==> src/hw/isa_pkg.sv <==
// ISA definitions with opcode enum, instruction field layout, register and memory sizes
package isa_pkg;

    ////////////////////
    // widths and sizes
    ////////////////////

    localparam int INSTR_W    = 16;
    localparam int OPCODE_W   = 4;
    localparam int REG_W      = 8;
    localparam int IMM_W      = 8;
    localparam int REG_ADDR_W = 2;
    localparam int NUM_REGS   = 4;
    localparam int MEM_ADDR_W = 4;
    localparam int MEM_DEPTH  = 1 << MEM_ADDR_W;

    // instruction field positions
    // imm sits under rs2 and the low bits
    localparam int OP_LSB  = 12;
    localparam int RD_LSB  = 10;
    localparam int RS1_LSB = 8;
    localparam int RS2_LSB = 6;
    localparam int IMM_LSB = 0;

    ////////////////////
    // opcodes
    ////////////////////

    typedef enum logic [OPCODE_W-1:0] {
        NOP = 4'h0,
        LDI = 4'h1,
        ADD = 4'h2,
        SUB = 4'h3,
        AND = 4'h4,
        LD  = 4'h5,
        ST  = 4'h6
    } opcode_e;

    // true for ops that update rd at write-back
    function automatic logic writes_rd(opcode_e op);
        return op inside {LDI, ADD, SUB, AND, LD};
    endfunction

endpackage

==> src/hw/trace_pkg.sv <==
// trace definitions with record depth, sequence and slot id widths, record field widths
package trace_pkg;

    ////////////////////
    // record table
    ////////////////////

    // sequence number given at fetch
    localparam int SEQ_W = 16;

    // slots in flight, more than the five stages
    localparam int TRACE_DEPTH = 8;
    localparam int ID_W        = 3;

    ////////////////////
    // record fields
    ////////////////////

    // raw instruction word
    localparam int REC_INSTR_W = isa_pkg::INSTR_W;

    // result byte seen at execute and write-back
    localparam int REC_RESULT_W = isa_pkg::REG_W;

    // data memory address of LD and ST
    localparam int REC_ADDR_W = isa_pkg::MEM_ADDR_W;

endpackage

==> src/hw/execute_memory.sv <==
// ALU, EX/MEM register, data memory, MEM/WB register with write-back select, hazard tags
`timescale 1ns/10ps

module execute_memory (
    input  logic                              clk,
    input  logic                              rst,
    input  logic                              ex_valid,
    input  isa_pkg::opcode_e                  ex_op,
    input  logic [isa_pkg::REG_ADDR_W-1:0]    ex_rd,
    input  logic [isa_pkg::REG_W-1:0]         ex_a,
    input  logic [isa_pkg::REG_W-1:0]         ex_b,
    input  logic [isa_pkg::IMM_W-1:0]         ex_imm,
    output logic [isa_pkg::REG_ADDR_W-1:0]    ex_busy_rd,
    output logic [isa_pkg::REG_ADDR_W-1:0]    mem_busy_rd,
    output logic                              ex_writes,
    output logic                              mem_writes,
    output logic [isa_pkg::REG_W-1:0]         alu_result,
    output logic [isa_pkg::MEM_ADDR_W-1:0]    mem_addr,
    output logic                              wb_en,
    output logic [isa_pkg::REG_ADDR_W-1:0]    wb_rd,
    output logic [isa_pkg::REG_W-1:0]         wb_data
);

    logic                           mem_valid;
    isa_pkg::opcode_e               mem_op;
    logic [isa_pkg::REG_ADDR_W-1:0] mem_rd;
    logic [isa_pkg::REG_W-1:0]      mem_result;
    logic [isa_pkg::REG_W-1:0]      dmem [isa_pkg::MEM_DEPTH];
    logic [isa_pkg::REG_W-1:0]      load_data;

    ////////////////////
    // execute
    ////////////////////

    always_comb begin
        case (ex_op)
            isa_pkg::LDI: alu_result = ex_imm;
            isa_pkg::ADD: alu_result = ex_a + ex_b;
            isa_pkg::SUB: alu_result = ex_a - ex_b;
            isa_pkg::AND: alu_result = ex_a & ex_b;
            // address base
            isa_pkg::LD:  alu_result = ex_a;
            // store data rides in the result slot
            isa_pkg::ST:  alu_result = ex_b;
            default:      alu_result = '0;
        endcase
    end

    // pending writer tags for the decode hazard check
    assign ex_busy_rd = ex_rd;
    assign ex_writes  = ex_valid && isa_pkg::writes_rd(ex_op);

    always_ff @(posedge clk) begin
        if (rst) begin
            mem_valid <= 1'b0;
        end else begin
            mem_valid <= ex_valid;
        end
    end

    always_ff @(posedge clk) begin
        mem_op     <= ex_op;
        mem_rd     <= ex_rd;
        mem_result <= alu_result;
        mem_addr   <= ex_a[isa_pkg::MEM_ADDR_W-1:0];
    end

    ////////////////////
    // memory
    ////////////////////

    assign mem_busy_rd = mem_rd;
    assign mem_writes  = mem_valid && isa_pkg::writes_rd(mem_op);

    // 16 x 8 data memory, cleared on reset
    always_ff @(posedge clk) begin
        if (rst) begin
            for (int i = 0; i < isa_pkg::MEM_DEPTH; i++) begin
                dmem[i] <= '0;
            end
        end else if (mem_valid && mem_op == isa_pkg::ST) begin
            dmem[mem_addr] <= mem_result;
        end
    end

    // a store one cycle earlier is already in the array
    assign load_data = dmem[mem_addr];

    ////////////////////
    // write-back
    ////////////////////

    always_ff @(posedge clk) begin
        if (rst) begin
            wb_en <= 1'b0;
        end else begin
            wb_en <= mem_valid && isa_pkg::writes_rd(mem_op);
        end
    end

    // ST leaves its stored value on wb_data
    always_ff @(posedge clk) begin
        wb_rd   <= mem_rd;
        wb_data <= (mem_op == isa_pkg::LD) ? load_data : mem_result;
    end

endmodule

==> src/hw/fetch_decode.sv <==
// instruction latch, register file with write-first read, RAW hazard check and stall
`timescale 1ns/10ps

module fetch_decode (
    input  logic                              clk,
    input  logic                              rst,
    input  logic                              instr_valid,
    input  logic [isa_pkg::INSTR_W-1:0]       instr,
    input  logic                              wb_en,
    input  logic [isa_pkg::REG_ADDR_W-1:0]    wb_rd,
    input  logic [isa_pkg::REG_W-1:0]         wb_data,
    input  logic [isa_pkg::REG_ADDR_W-1:0]    ex_busy_rd,
    input  logic [isa_pkg::REG_ADDR_W-1:0]    mem_busy_rd,
    input  logic                              ex_writes,
    input  logic                              mem_writes,
    output logic                              stall,
    output logic                              ex_valid,
    output isa_pkg::opcode_e                  ex_op,
    output logic [isa_pkg::REG_ADDR_W-1:0]    ex_rd,
    output logic [isa_pkg::REG_W-1:0]         ex_a,
    output logic [isa_pkg::REG_W-1:0]         ex_b,
    output logic [isa_pkg::IMM_W-1:0]         ex_imm,
    output isa_pkg::opcode_e                  dec_op
);

    logic                           dec_valid;
    logic [isa_pkg::INSTR_W-1:0]    dec_instr;
    logic [isa_pkg::REG_W-1:0]      regs [isa_pkg::NUM_REGS];
    logic [isa_pkg::REG_ADDR_W-1:0] dec_rd;
    logic [isa_pkg::REG_ADDR_W-1:0] dec_rs1;
    logic [isa_pkg::REG_ADDR_W-1:0] dec_rs2;
    logic [isa_pkg::REG_ADDR_W-1:0] dec_rb;
    logic [isa_pkg::REG_W-1:0]      rd_a;
    logic [isa_pkg::REG_W-1:0]      rd_b;
    logic                           uses_a;
    logic                           uses_b;
    logic                           hit_a;
    logic                           hit_b;

    ////////////////////
    // fetch latch
    ////////////////////

    // held while stalled, source keeps instr stable too
    always_ff @(posedge clk) begin
        if (rst) begin
            dec_valid <= 1'b0;
        end else if (!stall) begin
            dec_valid <= instr_valid;
        end
    end

    always_ff @(posedge clk) begin
        if (!stall && instr_valid) begin
            dec_instr <= instr;
        end
    end

    ////////////////////
    // decode
    ////////////////////

    assign dec_op  = isa_pkg::opcode_e'(dec_instr[isa_pkg::OP_LSB +: isa_pkg::OPCODE_W]);
    assign dec_rd  = dec_instr[isa_pkg::RD_LSB +: isa_pkg::REG_ADDR_W];
    assign dec_rs1 = dec_instr[isa_pkg::RS1_LSB +: isa_pkg::REG_ADDR_W];
    assign dec_rs2 = dec_instr[isa_pkg::RS2_LSB +: isa_pkg::REG_ADDR_W];

    // ST sends its rd value down the b operand
    assign dec_rb = (dec_op == isa_pkg::ST) ? dec_rd : dec_rs2;

    // which read ports are live
    always_comb begin
        case (dec_op)
            isa_pkg::ADD, isa_pkg::SUB, isa_pkg::AND, isa_pkg::ST: begin
                uses_a = 1'b1;
                uses_b = 1'b1;
            end
            isa_pkg::LD: begin
                uses_a = 1'b1;
                uses_b = 1'b0;
            end
            default: begin
                uses_a = 1'b0;
                uses_b = 1'b0;
            end
        endcase
    end

    // register file, write at the edge
    always_ff @(posedge clk) begin
        if (rst) begin
            for (int i = 0; i < isa_pkg::NUM_REGS; i++) begin
                regs[i] <= '0;
            end
        end else if (wb_en) begin
            regs[wb_rd] <= wb_data;
        end
    end

    // write-first read, so write-back needs no stall
    assign rd_a = (wb_en && wb_rd == dec_rs1) ? wb_data : regs[dec_rs1];
    assign rd_b = (wb_en && wb_rd == dec_rb) ? wb_data : regs[dec_rb];

    ////////////////////
    // hazard check
    ////////////////////

    // match against pending writers in execute and memory
    assign hit_a = (ex_writes && ex_busy_rd == dec_rs1) || (mem_writes && mem_busy_rd == dec_rs1);
    assign hit_b = (ex_writes && ex_busy_rd == dec_rb) || (mem_writes && mem_busy_rd == dec_rb);

    assign stall = dec_valid && ((uses_a && hit_a) || (uses_b && hit_b));

    ////////////////////
    // decode to execute
    ////////////////////

    // bubble into execute on stall
    always_ff @(posedge clk) begin
        if (rst) begin
            ex_valid <= 1'b0;
        end else begin
            ex_valid <= dec_valid && !stall;
        end
    end

    always_ff @(posedge clk) begin
        ex_op  <= dec_op;
        ex_rd  <= dec_rd;
        ex_a   <= rd_a;
        ex_b   <= rd_b;
        ex_imm <= dec_instr[isa_pkg::IMM_LSB +: isa_pkg::IMM_W];
    end

endmodule

==> src/hw/pipe_core.sv <==
// top level with fetch/decode, execute/memory and trace recorder
`timescale 1ns/10ps

module pipe_core (
    input  logic                                 clk,
    input  logic                                 rst,
    input  logic                                 instr_valid,
    input  logic [isa_pkg::INSTR_W-1:0]          instr,
    output logic                                 hold,
    output logic                                 retire_valid,
    output logic [trace_pkg::SEQ_W-1:0]          retire_seq,
    output logic [trace_pkg::REC_INSTR_W-1:0]    retire_instr,
    output logic [trace_pkg::REC_RESULT_W-1:0]   retire_result,
    output logic [trace_pkg::REC_ADDR_W-1:0]     retire_addr
);

    // decode to execute
    logic                           ex_valid;
    isa_pkg::opcode_e               ex_op;
    logic [isa_pkg::REG_ADDR_W-1:0] ex_rd;
    logic [isa_pkg::REG_W-1:0]      ex_a;
    logic [isa_pkg::REG_W-1:0]      ex_b;
    logic [isa_pkg::IMM_W-1:0]      ex_imm;
    isa_pkg::opcode_e               dec_op;

    // write-back and hazard tags
    logic                           wb_en;
    logic [isa_pkg::REG_ADDR_W-1:0] wb_rd;
    logic [isa_pkg::REG_W-1:0]      wb_data;
    logic [isa_pkg::REG_ADDR_W-1:0] ex_busy_rd;
    logic [isa_pkg::REG_ADDR_W-1:0] mem_busy_rd;
    logic                           ex_writes;
    logic                           mem_writes;

    // stage data for the trace
    logic [isa_pkg::REG_W-1:0]      alu_result;
    logic [isa_pkg::MEM_ADDR_W-1:0] mem_addr;

    ////////////////////
    // stages
    ////////////////////

    // stall goes out as hold
    fetch_decode u_fetch_decode (
        .clk         (clk),
        .rst         (rst),
        .instr_valid (instr_valid),
        .instr       (instr),
        .wb_en       (wb_en),
        .wb_rd       (wb_rd),
        .wb_data     (wb_data),
        .ex_busy_rd  (ex_busy_rd),
        .mem_busy_rd (mem_busy_rd),
        .ex_writes   (ex_writes),
        .mem_writes  (mem_writes),
        .stall       (hold),
        .ex_valid    (ex_valid),
        .ex_op       (ex_op),
        .ex_rd       (ex_rd),
        .ex_a        (ex_a),
        .ex_b        (ex_b),
        .ex_imm      (ex_imm),
        .dec_op      (dec_op)
    );

    execute_memory u_execute_memory (
        .clk         (clk),
        .rst         (rst),
        .ex_valid    (ex_valid),
        .ex_op       (ex_op),
        .ex_rd       (ex_rd),
        .ex_a        (ex_a),
        .ex_b        (ex_b),
        .ex_imm      (ex_imm),
        .ex_busy_rd  (ex_busy_rd),
        .mem_busy_rd (mem_busy_rd),
        .ex_writes   (ex_writes),
        .mem_writes  (mem_writes),
        .alu_result  (alu_result),
        .mem_addr    (mem_addr),
        .wb_en       (wb_en),
        .wb_rd       (wb_rd),
        .wb_data     (wb_data)
    );

    ////////////////////
    // trace
    ////////////////////

    trace_recorder u_trace_recorder (
        .clk           (clk),
        .rst           (rst),
        .stall         (hold),
        .instr_valid   (instr_valid),
        .instr         (instr),
        .dec_op        (dec_op),
        .alu_result    (alu_result),
        .mem_addr      (mem_addr),
        .wb_data       (wb_data),
        .retire_valid  (retire_valid),
        .retire_seq    (retire_seq),
        .retire_instr  (retire_instr),
        .retire_result (retire_result),
        .retire_addr   (retire_addr)
    );

endmodule

==> src/hw/trace_recorder.sv <==
// stall-aware id pipeline, per-stage record capture and retirement report
`timescale 1ns/10ps

module trace_recorder (
    input  logic                                 clk,
    input  logic                                 rst,
    input  logic                                 stall,
    input  logic                                 instr_valid,
    input  logic [trace_pkg::REC_INSTR_W-1:0]    instr,
    input  isa_pkg::opcode_e                     dec_op,
    input  logic [trace_pkg::REC_RESULT_W-1:0]   alu_result,
    input  logic [trace_pkg::REC_ADDR_W-1:0]     mem_addr,
    input  logic [trace_pkg::REC_RESULT_W-1:0]   wb_data,
    output logic                                 retire_valid,
    output logic [trace_pkg::SEQ_W-1:0]          retire_seq,
    output logic [trace_pkg::REC_INSTR_W-1:0]    retire_instr,
    output logic [trace_pkg::REC_RESULT_W-1:0]   retire_result,
    output logic [trace_pkg::REC_ADDR_W-1:0]     retire_addr
);

    logic                              accept;
    logic [trace_pkg::SEQ_W-1:0]       seq_cnt;
    logic [trace_pkg::ID_W-1:0]        fetch_id;
    logic [trace_pkg::ID_W-1:0]        dec_id;
    logic [trace_pkg::ID_W-1:0]        ex_id;
    logic [trace_pkg::ID_W-1:0]        mem_id;
    logic [trace_pkg::ID_W-1:0]        wb_id;
    logic                              dec_v;
    logic                              ex_v;
    logic                              mem_v;
    logic                              wb_v;
    isa_pkg::opcode_e                  wb_op;

    // record table, one slot per id
    logic [trace_pkg::SEQ_W-1:0]        rec_seq    [trace_pkg::TRACE_DEPTH];
    logic [trace_pkg::REC_INSTR_W-1:0]  rec_instr  [trace_pkg::TRACE_DEPTH];
    isa_pkg::opcode_e                   rec_op     [trace_pkg::TRACE_DEPTH];
    logic [trace_pkg::REC_RESULT_W-1:0] rec_alu    [trace_pkg::TRACE_DEPTH];
    logic [trace_pkg::REC_ADDR_W-1:0]   rec_addr   [trace_pkg::TRACE_DEPTH];

    ////////////////////
    // id pipeline
    ////////////////////

    assign accept   = instr_valid && !stall;
    // slot index is the low bits of the sequence number
    assign fetch_id = seq_cnt[trace_pkg::ID_W-1:0];

    // mirrors the core, decode holds and execute takes a bubble on stall
    always_ff @(posedge clk) begin
        if (rst) begin
            seq_cnt <= '0;
            dec_v   <= 1'b0;
            ex_v    <= 1'b0;
            mem_v   <= 1'b0;
            wb_v    <= 1'b0;
            dec_id  <= '0;
            ex_id   <= '0;
            mem_id  <= '0;
            wb_id   <= '0;
        end else begin
            if (accept) begin
                seq_cnt <= seq_cnt + 1'b1;
            end
            if (!stall) begin
                dec_v  <= instr_valid;
                dec_id <= fetch_id;
                ex_v   <= dec_v;
                ex_id  <= dec_id;
            end else begin
                ex_v <= 1'b0;
            end
            mem_v  <= ex_v;
            mem_id <= ex_id;
            wb_v   <= mem_v;
            wb_id  <= mem_id;
        end
    end

    ////////////////////
    // stage capture
    ////////////////////

    always_ff @(posedge clk) begin
        if (accept) begin
            rec_seq[fetch_id]   <= seq_cnt;
            rec_instr[fetch_id] <= instr;
        end
        // rewritten with the same op while stalled
        if (dec_v) begin
            rec_op[dec_id] <= dec_op;
        end
        if (ex_v) begin
            rec_alu[ex_id] <= alu_result;
        end
        if (mem_v) begin
            rec_addr[mem_id] <= mem_addr;
        end
    end

    ////////////////////
    // retirement
    ////////////////////

    // report lines up with the write-back stage of the core
    assign wb_op        = rec_op[wb_id];
    assign retire_valid = wb_v;
    assign retire_seq   = rec_seq[wb_id];
    assign retire_instr = rec_instr[wb_id];

    always_comb begin
        case (wb_op)
            isa_pkg::NOP: retire_result = '0;
            // stored value kept from execute
            isa_pkg::ST:  retire_result = rec_alu[wb_id];
            default:      retire_result = wb_data;
        endcase
        // address only reported for memory ops
        if (wb_op == isa_pkg::LD || wb_op == isa_pkg::ST) begin
            retire_addr = rec_addr[wb_id];
        end else begin
            retire_addr = '0;
        end
    end

endmodule

==> config.mk <==
export PLATFORM = sky130hd
export DESIGN_NAME = pipe_core
export DESIGN_NICKNAME = d
export VERILOG_FILES = /design/src/hw/isa_pkg.sv /design/src/hw/trace_pkg.sv /design/src/hw/execute_memory.sv /design/src/hw/fetch_decode.sv /design/src/hw/pipe_core.sv /design/src/hw/trace_recorder.sv
export SDC_FILE = /design/constraint.sdc
export NUM_CORES = 1
export LEC_CHECK = 0
export BUFFER_PORTS_ARGS = -buffer_cell sky130_fd_sc_hd__buf_2
export CAP_MARGIN = 20
export CORE_MARGIN = 1.5
export CORE_UTILIZATION = 35
export CTS_CLUSTER_DIAMETER = 100
export CTS_CLUSTER_SIZE = 10
export DETAILED_ROUTE_END_ITERATION = 10
export GPL_TIMING_DRIVEN = 0
export HOLD_SLACK_MARGIN = 0.1
export PLACE_DENSITY = 0.59
export SKIP_LAST_GASP = 1
export SLEW_MARGIN = 20
export SYNTH_ARGS = -nofsm -noshare
export SYNTH_HDL_FRONTEND = slang
export SYNTH_SLANG_ARGS = --single-unit
==> constraint.sdc <==
create_clock -name clk -period 7.3 [get_ports clk]
set_clock_uncertainty 0.15 [all_clocks]
set_input_delay 0.73 -clock clk [delete_from_list [all_inputs] [get_ports clk]]
set_output_delay 0.73 -clock clk [all_outputs]
set_load 0.005 [all_outputs]
=== Yosys cells after proc, flatten, opt, wreduce, memory -nomap -nowiden ===
Memories as Yosys holds them, arrays and structs flattened. A register that Yosys moved wholly into a read port is not among the register bits.
Index checks and enable logic that the tools add are counted.

* Memories kept: 7
* Memory bits (writable): 544
* Register bits after elaboration: 106
* Input bits: 19
* Word-level logic and storage cells: 123

* Muxes and demuxes: 37
* Eq/ne operators: 25
* Reductions and logical operators: 27
* Add/subtract/negate cells: 3
* Bitwise gates (word level): 1

{| class="wikitable"
|+ Memory list
! memory !! depth !! width !! read ports !! clocked after Yosys merged registers in !! write ports !! line !! RTL
|-
| u_execute_memory.dmem || 16 || 8 || 1 || 1 || 16 || execute_memory.sv:28 || <nowiki>logic [isa_pkg::REG_W-1:0] dmem [isa_pkg::MEM_DEPTH];</nowiki>
|-
| u_trace_recorder.rec_instr || 8 || 16 || 1 || 1 || 1 || trace_recorder.sv:36 || <nowiki>logic [trace_pkg::REC_INSTR_W-1:0] rec_instr [trace_pkg::TRACE_DEPTH];</nowiki>
|-
| u_trace_recorder.rec_seq || 8 || 16 || 1 || 1 || 1 || trace_recorder.sv:35 || <nowiki>logic [trace_pkg::SEQ_W-1:0] rec_seq [trace_pkg::TRACE_DEPTH];</nowiki>
|-
| u_trace_recorder.rec_alu || 8 || 8 || 1 || 1 || 1 || trace_recorder.sv:38 || <nowiki>logic [trace_pkg::REC_RESULT_W-1:0] rec_alu [trace_pkg::TRACE_DEPTH];</nowiki>
|-
| u_fetch_decode.regs || 4 || 8 || 2 || 1 || 4 || fetch_decode.sv:28 || <nowiki>logic [isa_pkg::REG_W-1:0] regs [isa_pkg::NUM_REGS];</nowiki>
|-
| u_trace_recorder.rec_addr || 8 || 4 || 1 || 1 || 1 || trace_recorder.sv:39 || <nowiki>logic [trace_pkg::REC_ADDR_W-1:0] rec_addr [trace_pkg::TRACE_DEPTH];</nowiki>
|-
| +1 memories || n/a || n/a || n/a || n/a || n/a || n/a ||
|}

{| class="wikitable"
|+ Operators by type and width
! operator !! number
|-
| $pmux W8 S6 || 1
|-
| $eq A4 B3 Y1 const B || 11
|-
| $mux W8 || 5
|-
| $eq A4 B2 Y1 const B || 6
|-
| $mux W1 || 20
|-
| $add A16 B1 Y16 const B || 1
|-
| $pmux W8 S2 || 1
|-
| $reduce_or A8 Y1 || 2
|-
| $mux W3 || 5
|-
| $logic_and A1 B1 Y1 || 14
|-
| $eq A2 B2 Y1 || 6
|-
| $reduce_bool A5 Y1 || 2
|-
| $add A8 B8 Y8 || 1
|-
| $and A8 B8 Y8 || 1
|-
| $eq A4 B1 Y1 const B || 2
|-
| $mux W4 || 2
|-
| $sub A8 B8 Y8 || 1
|-
| $mux W2 || 3
|-
| $reduce_or A5 Y1 || 1
|-
| $logic_not A4 Y1 || 1
|-
| $logic_or A1 B1 Y1 || 4
|-
| $reduce_or A4 Y1 || 1
|-
| $reduce_or A2 Y1 || 1
|-
| $logic_not A1 Y1 || 1
|}

=== Longest topological paths before layout ===
Gate-level depths: netlist (run 1).

* Depth after elaboration: 12
* Mapped depth: 15
* Depth with buffers taken out: 14

=== Hierarchy ===
From an unflattened synthesis (run 1), not the netlist that was laid out.

* Cell total of the unflattened synthesis: 1,520
* Area total of the unflattened synthesis: 26,914.6 µm²

{| class="wikitable"
|+ Modules (own cells, without submodules)
! module !! times used !! cells an instance !! area each (µm²)
|-
| trace_recorder || 1 || 779 || 16,131.7
|-
| execute_memory || 1 || 537 || 7,454.6
|-
| fetch_decode || 1 || 204 || 3,328.2
|}

=== Worst setup path before layout (run 1) ===
OpenSTA, ideal clock, no wires.

* Path type: reg2reg
* From: reg u_fetch_decode.dec_instr[12] (netlist bit)
* To: mem u_trace_recorder.rec_instr[2][0] (netlist bit) (enable)
* Cell stages (with the launch flop): 8
* Path slack: 1.144 ns
* Data required time: 6.637 ns
* Setup time: 0.513 ns
* Arrival: 5.492 ns
* Cells stage by stage: edfxtp_1 > and4bb_4 > mux2i_4 > xnor2_2 > nor4_4 > or3_1 > buf_2 > nor4b_1

* Word-level cells in the longest chain between the ends: 12
* Elaborated cells between the ends (all ways): 23

{| class="wikitable"
|+ Ends and longest elaborated chain
! what !! line !! RTL
|-
| start: declaration || fetch_decode.sv:27 || <nowiki>logic [isa_pkg::INSTR_W-1:0] dec_instr;</nowiki>
|-
| start signal: assignment || fetch_decode.sv:55 || <nowiki>dec_instr <= instr;</nowiki>
|-
| $eq A4 B3 Y1 || fetch_decode.sv:69, fetch_decode.sv:73 ||
|-
| $mux W2 || fetch_decode.sv:69 || <nowiki>assign dec_rb = (dec_op == isa_pkg::ST) ? dec_rd : dec_rs2;</nowiki>
|-
| $eq A2 B2 Y1 || fetch_decode.sv:110 || <nowiki>assign hit_b = (ex_writes && ex_busy_rd == dec_rb) || (mem_writes && mem_busy_rd == dec_rb);</nowiki>
|-
| $logic_and A1 B1 Y1 || fetch_decode.sv:110 ||
|-
| $logic_or A1 B1 Y1 || fetch_decode.sv:110 ||
|-
| $logic_and A1 B1 Y1 || fetch_decode.sv:112 || <nowiki>assign stall = dec_valid && ((uses_a && hit_a) || (uses_b && hit_b));</nowiki>
|-
| $logic_or A1 B1 Y1 * || fetch_decode.sv:112 ||
|-
| $logic_and A1 B1 Y1 * || fetch_decode.sv:112 ||
|-
| $logic_not A1 Y1 * || n/a ||
|-
| $logic_and A1 B1 Y1 * || trace_recorder.sv:45 || <nowiki>assign accept = instr_valid && !stall;</nowiki>
|-
| $mux W1 * || trace_recorder.sv:85 || <nowiki>if (accept) begin</nowiki>
|-
| $mux W1 (implied by the code) * || trace_recorder.sv:87 || <nowiki>rec_instr[fetch_id] <= instr;</nowiki>
|-
| end: declaration || trace_recorder.sv:36 ||
|}

Mark *: on every way between the ends. The rest lies on a longest branch, timed or not.

==> results.sh, run 1 <==
export IMPL_status="completed"
export IMPL_critPathSlowestCell="clkbuf_1"
export IMPL_wl_per_cell_um=22.2
export IMPL_die_h_um=278
export IMPL_worst_setup_path_type="register to output pin"
export IMPL_max_freq_ghz=0.201
export IMPL_cts_buffer_depth=3
export IMPL_worst_r2r_cell_count=10
export IMPL_ys_ff_latch=655
export IMPL_worstReg2RegStart="u_fetch_decode.dec_instr[15]"
export IMPL_synth_main_ff_cell="edfxtp_1"
export IMPL_post_drt_via_cell_ratio=5.13
export IMPL_clockRootBuffer="clkbuf_16"
export IMPL_nNetsFinal=1708
export IMPL_rsz0062_at_grt="no"
export IMPL_port_buffers=64
export IMPL_cp_arrival_ns=4.09
export IMPL_syn_nets=1517
export IMPL_critPathMostFrequentCell="clkbuf_1"
export IMPL_drv_cap=0
export IMPL_hold_path_depth=0
export IMPL_yosysSeqAreaShare_pct=70.5
export IMPL_synth_area_leaders="edfxtp_1 (63%), mux4_2 (12%), dfxtp_1 (7.2%), and2_1 (3.9%), mux2_2 (2.5%)"
export IMPL_drive_gt1_share_pct=26.1
export IMPL_leakage_uw=0.0103
export IMPL_final_setup_viol_count=0
export IMPL_path_max_fanout=10
export IMPL_fp_dieArea_um2=77500
export IMPL_start_util_pct=35.5
export IMPL_numPlacedInstances=2570
export IMPL_htreeDepth=3
export IMPL_hold_violations=0
export IMPL_synth_top_area_cell="edfxtp_1"
export IMPL_overflow=0
export IMPL_r2r_slack_ns=3.01
export IMPL_hold_path_class="register to register"
export IMPL_syn_instance_count=1487
export IMPL_ys_async_sr_fraction_pct=0
export IMPL_path_clk_slew_ns=0.05
export IMPL_cts_sinks=655
export IMPL_min_period_over_period_pct=68.1
export IMPL_area_growth_pct=15.9
export IMPL_io_pins=65
export IMPL_antenna_found_initial=1
export IMPL_synth_edff_count=560
export IMPL_cts_resized_gates=0
export IMPL_period_minus_slack_ns=4.97
export IMPL_die_w_um=278
export IMPL_first_global_vias=14400
export IMPL_cp_slowest_stage_delay_ns=0.70
export IMPL_place_hpwl_um=42000
export IMPL_maxSlewHeadroom_pct=24.0
export IMPL_hold_slack_ns=0.201
export IMPL_cts_tree="built"
export IMPL_drv_slew=0
export IMPL_cts_made_buffers=75
export IMPL_final_util_pct=41.2
export IMPL_syn_area_um2=26500
export IMPL_most_common_layout_cells="edfxtp_1 (560), and2_1 (164), mux4_2 (145), clkbuf_1 (95), dfxtp_1 (95)"
export IMPL_irDropWorstVdd_uv=154
export IMPL_final_common_cell="edfxtp_1"
export IMPL_n_antenna_cell=0
export IMPL_p_per_area_nw_per_um2=267
export IMPL_r2r_end="u_trace_recorder.rec_instr[2][4]"
export IMPL_worstHoldStart="u_fetch_decode.ex_op[2]"
export IMPL_drt_wl_total_um=60300
export IMPL_synth_cell_types=62
export IMPL_grt_pass1_wl_um=90300
export IMPL_core_area_um2=74700
export IMPL_dr_total_vias=13900
export IMPL_ant_nets=0
export IMPL_cp_start_kind="register"
export IMPL_first_pass_iters=5
export IMPL_core_rowCount=100
export IMPL_grt_use_total_pct=15.7
export IMPL_worst_pin_slew_ns=1.13
export IMPL_netlist_area_leader_share_pct=63.3
export IMPL_drtIter0Drc=1052
export IMPL_grt_max_degree=17
export IMPL_drc_errors=0
export IMPL_endpoint_kind="output pin"
export IMPL_min_to="u_execute_memory.mem_op[2]"
export IMPL_required_ns=6.42
export IMPL_yosysWarnings=0
export IMPL_post_synth_cell_area_avg_um2=17.9
export IMPL_clkLatencyLatePin_ns=0.64
export IMPL_gpl_final_weighted_congestion=0.837
export IMPL_hold_buffers=0
export IMPL_final_cells=2710
export IMPL_path_cells="clkbuf_1 -> clkbuf_1 -> clkbuf_1 -> clkbuf_1 -> mux4_2 -> mux2_2 -> buf_2"
export IMPL_postCtsSetupBuffers=0
==> state kept, by name, indices dropped and copies added, names as in the netlist, 16 cells and up, named ones only <==
signal	flops
u_fetch_decode.dec_instr	16
u_fetch_decode.regs	32
u_trace_recorder.rec_op	32
u_trace_recorder.rec_seq	128
u_trace_recorder.rec_instr	128
u_trace_recorder.rec_addr	32
u_trace_recorder.rec_alu	64
u_trace_recorder.seq_cnt	16
u_execute_memory.dmem	128
==> per-layer routing <==
metal  vias up  wire length (um)  GRT usage, %  part of all wire [%]
li1       6234                 -             -                     -
met1      7211             26300          21.0                    44
met2       368             29700          26.0                    49
met3        85              2850          2.59                   4.7
met4         0              1430          5.55                   2.4
met5         -                 0             0                     0
==> cell usage after synthesis (all sizes together) (5+ instances only) <==
library cell	number
nor2	58
mux2	61
and2	164
dfxtp	95
nor3	23
nor3b	5
o22ai	6
ha	10
or2	11
clkbuf	39
nand2b	19
edfxtp	560
mux4	152
nor2b	18
o31ai	5
inv	15
mux2i	20
xnor2	18
buf	27
nand3	11
nor4	7
o21ai	31
a21oi	22
nand2	54
xor2	9
==> critical path: cells and delay by family, from the launching register on <==
| family | cells | cell delay, ns |
|---|---|---|
| buffers and inverters | 5 | 2.42 |
| DFF | 1 | 0.30 |
| muxes | 2 | 0.73 |
==> where the power goes <==
part | internal, uW | total (uW) | switching (uW)
clock | 1960 | 3440 | 1480
sequential | 4180 | 4280 | 100
combinational | 220 | 504 | 284
total | 6360 | 8220 | 1860
==> through the flow <==
step           area [um^2]  total power (uW)  setup WS [ns]  TNS [ns]
6_report             30800              8220           2.33         0
5_1_grt              30800              8500           2.13         0
4_1_cts              30800              8310           2.22         0
3_5_place_dp         28500              4860           2.89         0
3_3_place_gp         28100              4840          -3.20   -378.88
2_1_floorplan        26500              4630           1.14         0
==> area by class of cell <==
cell class              instances  area, um^2
plain buffers                  66         283
inverters                      15        56.3
flip-flops and latches        655       18700
clock inverters                 8         163
multi-input cells             751        7560
repair buffers                114         686
fillers                      6557       43900
clock buffers                 132        2090
well taps                     969        1210
==> logic make-up after synthesis <==
family	count (synthesis)	share of synthesized area, %
AOI/OAI and AO/OA	92	2.20
xor gates and xnor gates	27	0.947
adders and majority gates	11	0.547
buffers and inverters	81	1.27
DFF	655	70.5
muxes	233	16.4
and+or+nand+nor	388	8.14
==> how the worst max path moves through the flow <==
stage,endpoint,slack (ns),cells past startpoint,startpoint
2_1_floorplan,u_trace_recorder.rec_instr[2][0],1.14,7,u_fetch_decode.dec_instr[12]
3_3_place_gp,u_trace_recorder.rec_instr[2][15],-3.20,7,u_fetch_decode.dec_instr[12]
3_5_place_dp,retire_seq[14],2.89,7,register
4_1_cts,retire_seq[14],2.22,7,register
5_1_grt,retire_seq[14],2.13,7,register
6_report,retire_seq[14],2.33,7,register
No activity file was read; power rests on OpenSTA's default activity.
==> run 2, diff against run 1 <==
- PLACE_DENSITY: 0.59 -> 0.6
- clock period: 7.3 -> 4.3 ns (I/O delays scaled with it)
==> run 2 against run 1 <==
Register-to-register slack worse by 2.9 ns; total power is 70% higher; via count is 0.57% lower; combinational power is 72% higher; non-clock buffer count is 4 higher; count of clock-buffer cells in the layout is 1 higher; cell count is 0.15% higher; clock power is 70% higher; worst setup slack worse by 2.2 ns; critical path depth is 4 higher; critical endpoint is now u_trace_recorder.rec_seq[5][3]; largest power group unchanged; highest routed layer unchanged.
==> results.sh, run 2 (synthesized netlist as in run 1, its figures left out) <==
export IMPL_cp_slowest_stage_delay_ns=0.66
export IMPL_drc_errors=0
export IMPL_drv_slew=0
export IMPL_path_clk_slew_ns=0.06
export IMPL_critPathMostFrequentCell="buf_4"
export IMPL_power_uw=14000
export IMPL_worst_setup_path_type="register to register"
export IMPL_leakage_uw=0.0103
export IMPL_io_pins=65
export IMPL_path_max_fanout=13
export IMPL_final_setup_viol_count=0
export IMPL_die_h_um=278
export IMPL_hold_path_class="register to register"
export IMPL_hold_slack_ns=0.183
export IMPL_area_growth_pct=16.7
export IMPL_irDropWorstVdd_uv=237
export IMPL_rsz0062_at_grt="yes"
export IMPL_fp_dieArea_um2=77500
export IMPL_clockRootBuffer="clkbuf_16"
export IMPL_port_buffers=64
export IMPL_path_cells="and4bb_4 -> mux2i_1 -> buf_4 -> xnor2_2 -> nor4_4 -> nor2_2 -> buf_2 -> nand3_1 -> nor3b_2 -> buf_4 -> buf_4"
export IMPL_post_drt_via_cell_ratio=5.09
export IMPL_min_period_over_period_pct=97.4
export IMPL_hold_violations=0
export IMPL_htreeDepth=3
export IMPL_cts_buffer_depth=3
export IMPL_drt_wl_total_um=59300
export IMPL_status="completed"
export IMPL_place_hpwl_um=41400
export IMPL_grt_pass1_wl_um=89900
export IMPL_overflow=0
export IMPL_first_pass_iters=5
export IMPL_p_per_area_nw_per_um2=451
export IMPL_start_util_pct=35.5
export IMPL_grt_max_degree=17
export IMPL_maxSlewHeadroom_pct=26.2
export IMPL_core_area_um2=74700
export IMPL_nNetsFinal=1712
export IMPL_dr_total_vias=13800
export IMPL_cp_start_kind="register"
export IMPL_ant_nets=0
export IMPL_most_common_layout_cells="edfxtp_1 (560), and2_1 (164), mux4_2 (145), dfxtp_1 (95), clkbuf_1 (92)"
export IMPL_cts_made_buffers=75
export IMPL_period_minus_slack_ns=4.19
export IMPL_drv_cap=0
export IMPL_worst_pin_slew_ns=1.11
export IMPL_cts_tree="built"
export IMPL_final_common_cell="edfxtp_1"
export IMPL_grt_use_total_pct=15.5
export IMPL_core_rowCount=100
export IMPL_wl_per_cell_um=21.8
export IMPL_cts_sinks=655
export IMPL_critical_path_top_delay_family="simple AND/OR/NAND/NOR gates"
export IMPL_max_freq_ghz=0.239
export IMPL_required_ns=4.47
export IMPL_drive_gt1_share_pct=25.3
export IMPL_critPathSlowestCell="nor3b_2"
export IMPL_top_regs="u_execute_memory.dmem: 128 flops, u_trace_recorder.rec_instr: 128 flops, u_trace_recorder.rec_seq: 128 flops"
export IMPL_drtIter0Drc=1160
export IMPL_endpoint_kind="register"
export IMPL_clkLatencyLatePin_ns=0.62
export IMPL_worstPathBufferInverterCount=4
export IMPL_cp_arrival_ns=4.36
export IMPL_first_global_vias=14500
export IMPL_gpl_final_weighted_congestion=0.828
export IMPL_antenna_found_initial=1
export IMPL_die_w_um=278
run 2: cell types whose count changed in the layout (fill, tap and decap cells not counted), moves of 3 or more:
cell and delta:
clkbuf_1 -3, buf_8 +6, dlygate4sd3_1 +17, buf_4 -10
buf_2 -16, buf_6 +7
run 2: per-stage QoR:
stage,instances,util (%),setup slack [ns],setup TNS (ns),area [um^2]
3_5_place_dp,2556,38.2,0.0909,0,28500
3_3_place_gp,2520,37.6,-3.82,-741.88,28100
6_report,2714,41.5,0.112,0,31000
5_1_grt,2713,41.5,-0.0772,-1.78,31000
2_1_floorplan,1487,-,-0.811,-112.88,26600
4_1_cts,2712,41.5,0.0837,0,31000
run 2: layout make-up:
class	count	area, um^2
tap	969	1210
timing repair buffer	118	870
sequential	655	18700
clock buffer	133	2140
inverter	15	56.3
buffer	66	285
antenna	1	2.50
multi-input combinational	751	7600
clock inverter	6	113
fill	6552	43700
run 2: per-layer routing:
| layer | track usage [%] | wire [um] | vias up |
|---|---|---|---|
| met5 | 0 | 0 | - |
| met4 | 4.93 | 1190 | 0 |
| met3 | 2.35 | 2740 | 86 |
| met2 | 26.0 | 29400 | 332 |
| met1 | 20.7 | 25900 | 7172 |
| li1 | - | - | 6229 |
run 2: final timing paths:
kind / slack [ns] / to / from / cells after the start
setup / recovery: 0.11 / u_trace_recorder.rec_seq[5][3] / u_fetch_decode.dec_instr[12] / 11
hold / removal: 0.18 / u_execute_memory.mem_op[2] / u_fetch_decode.ex_op[2] / 0
setup reg to reg: 0.11 / u_trace_recorder.rec_seq[5][3] / u_fetch_decode.dec_instr[12] / 11
hold reg to reg: 0.18 / u_execute_memory.mem_op[2] / u_fetch_decode.ex_op[2] / 0
run 2: timing repair:
action | CTS | global route
hold endpoints to repair | 147 | 0
setup buffers | 0 | 1
gates resized for setup | 3 | 1
endpoints found under the setup margin | 16 | 35
hold buffers | 17 | 0
run 2: where the power goes:
part | switching, uW | total, uW | internal [uW]
clock network | 2470 | 5850 | 3380
registers | 168 | 7260 | 7090
logic | 476 | 866 | 389
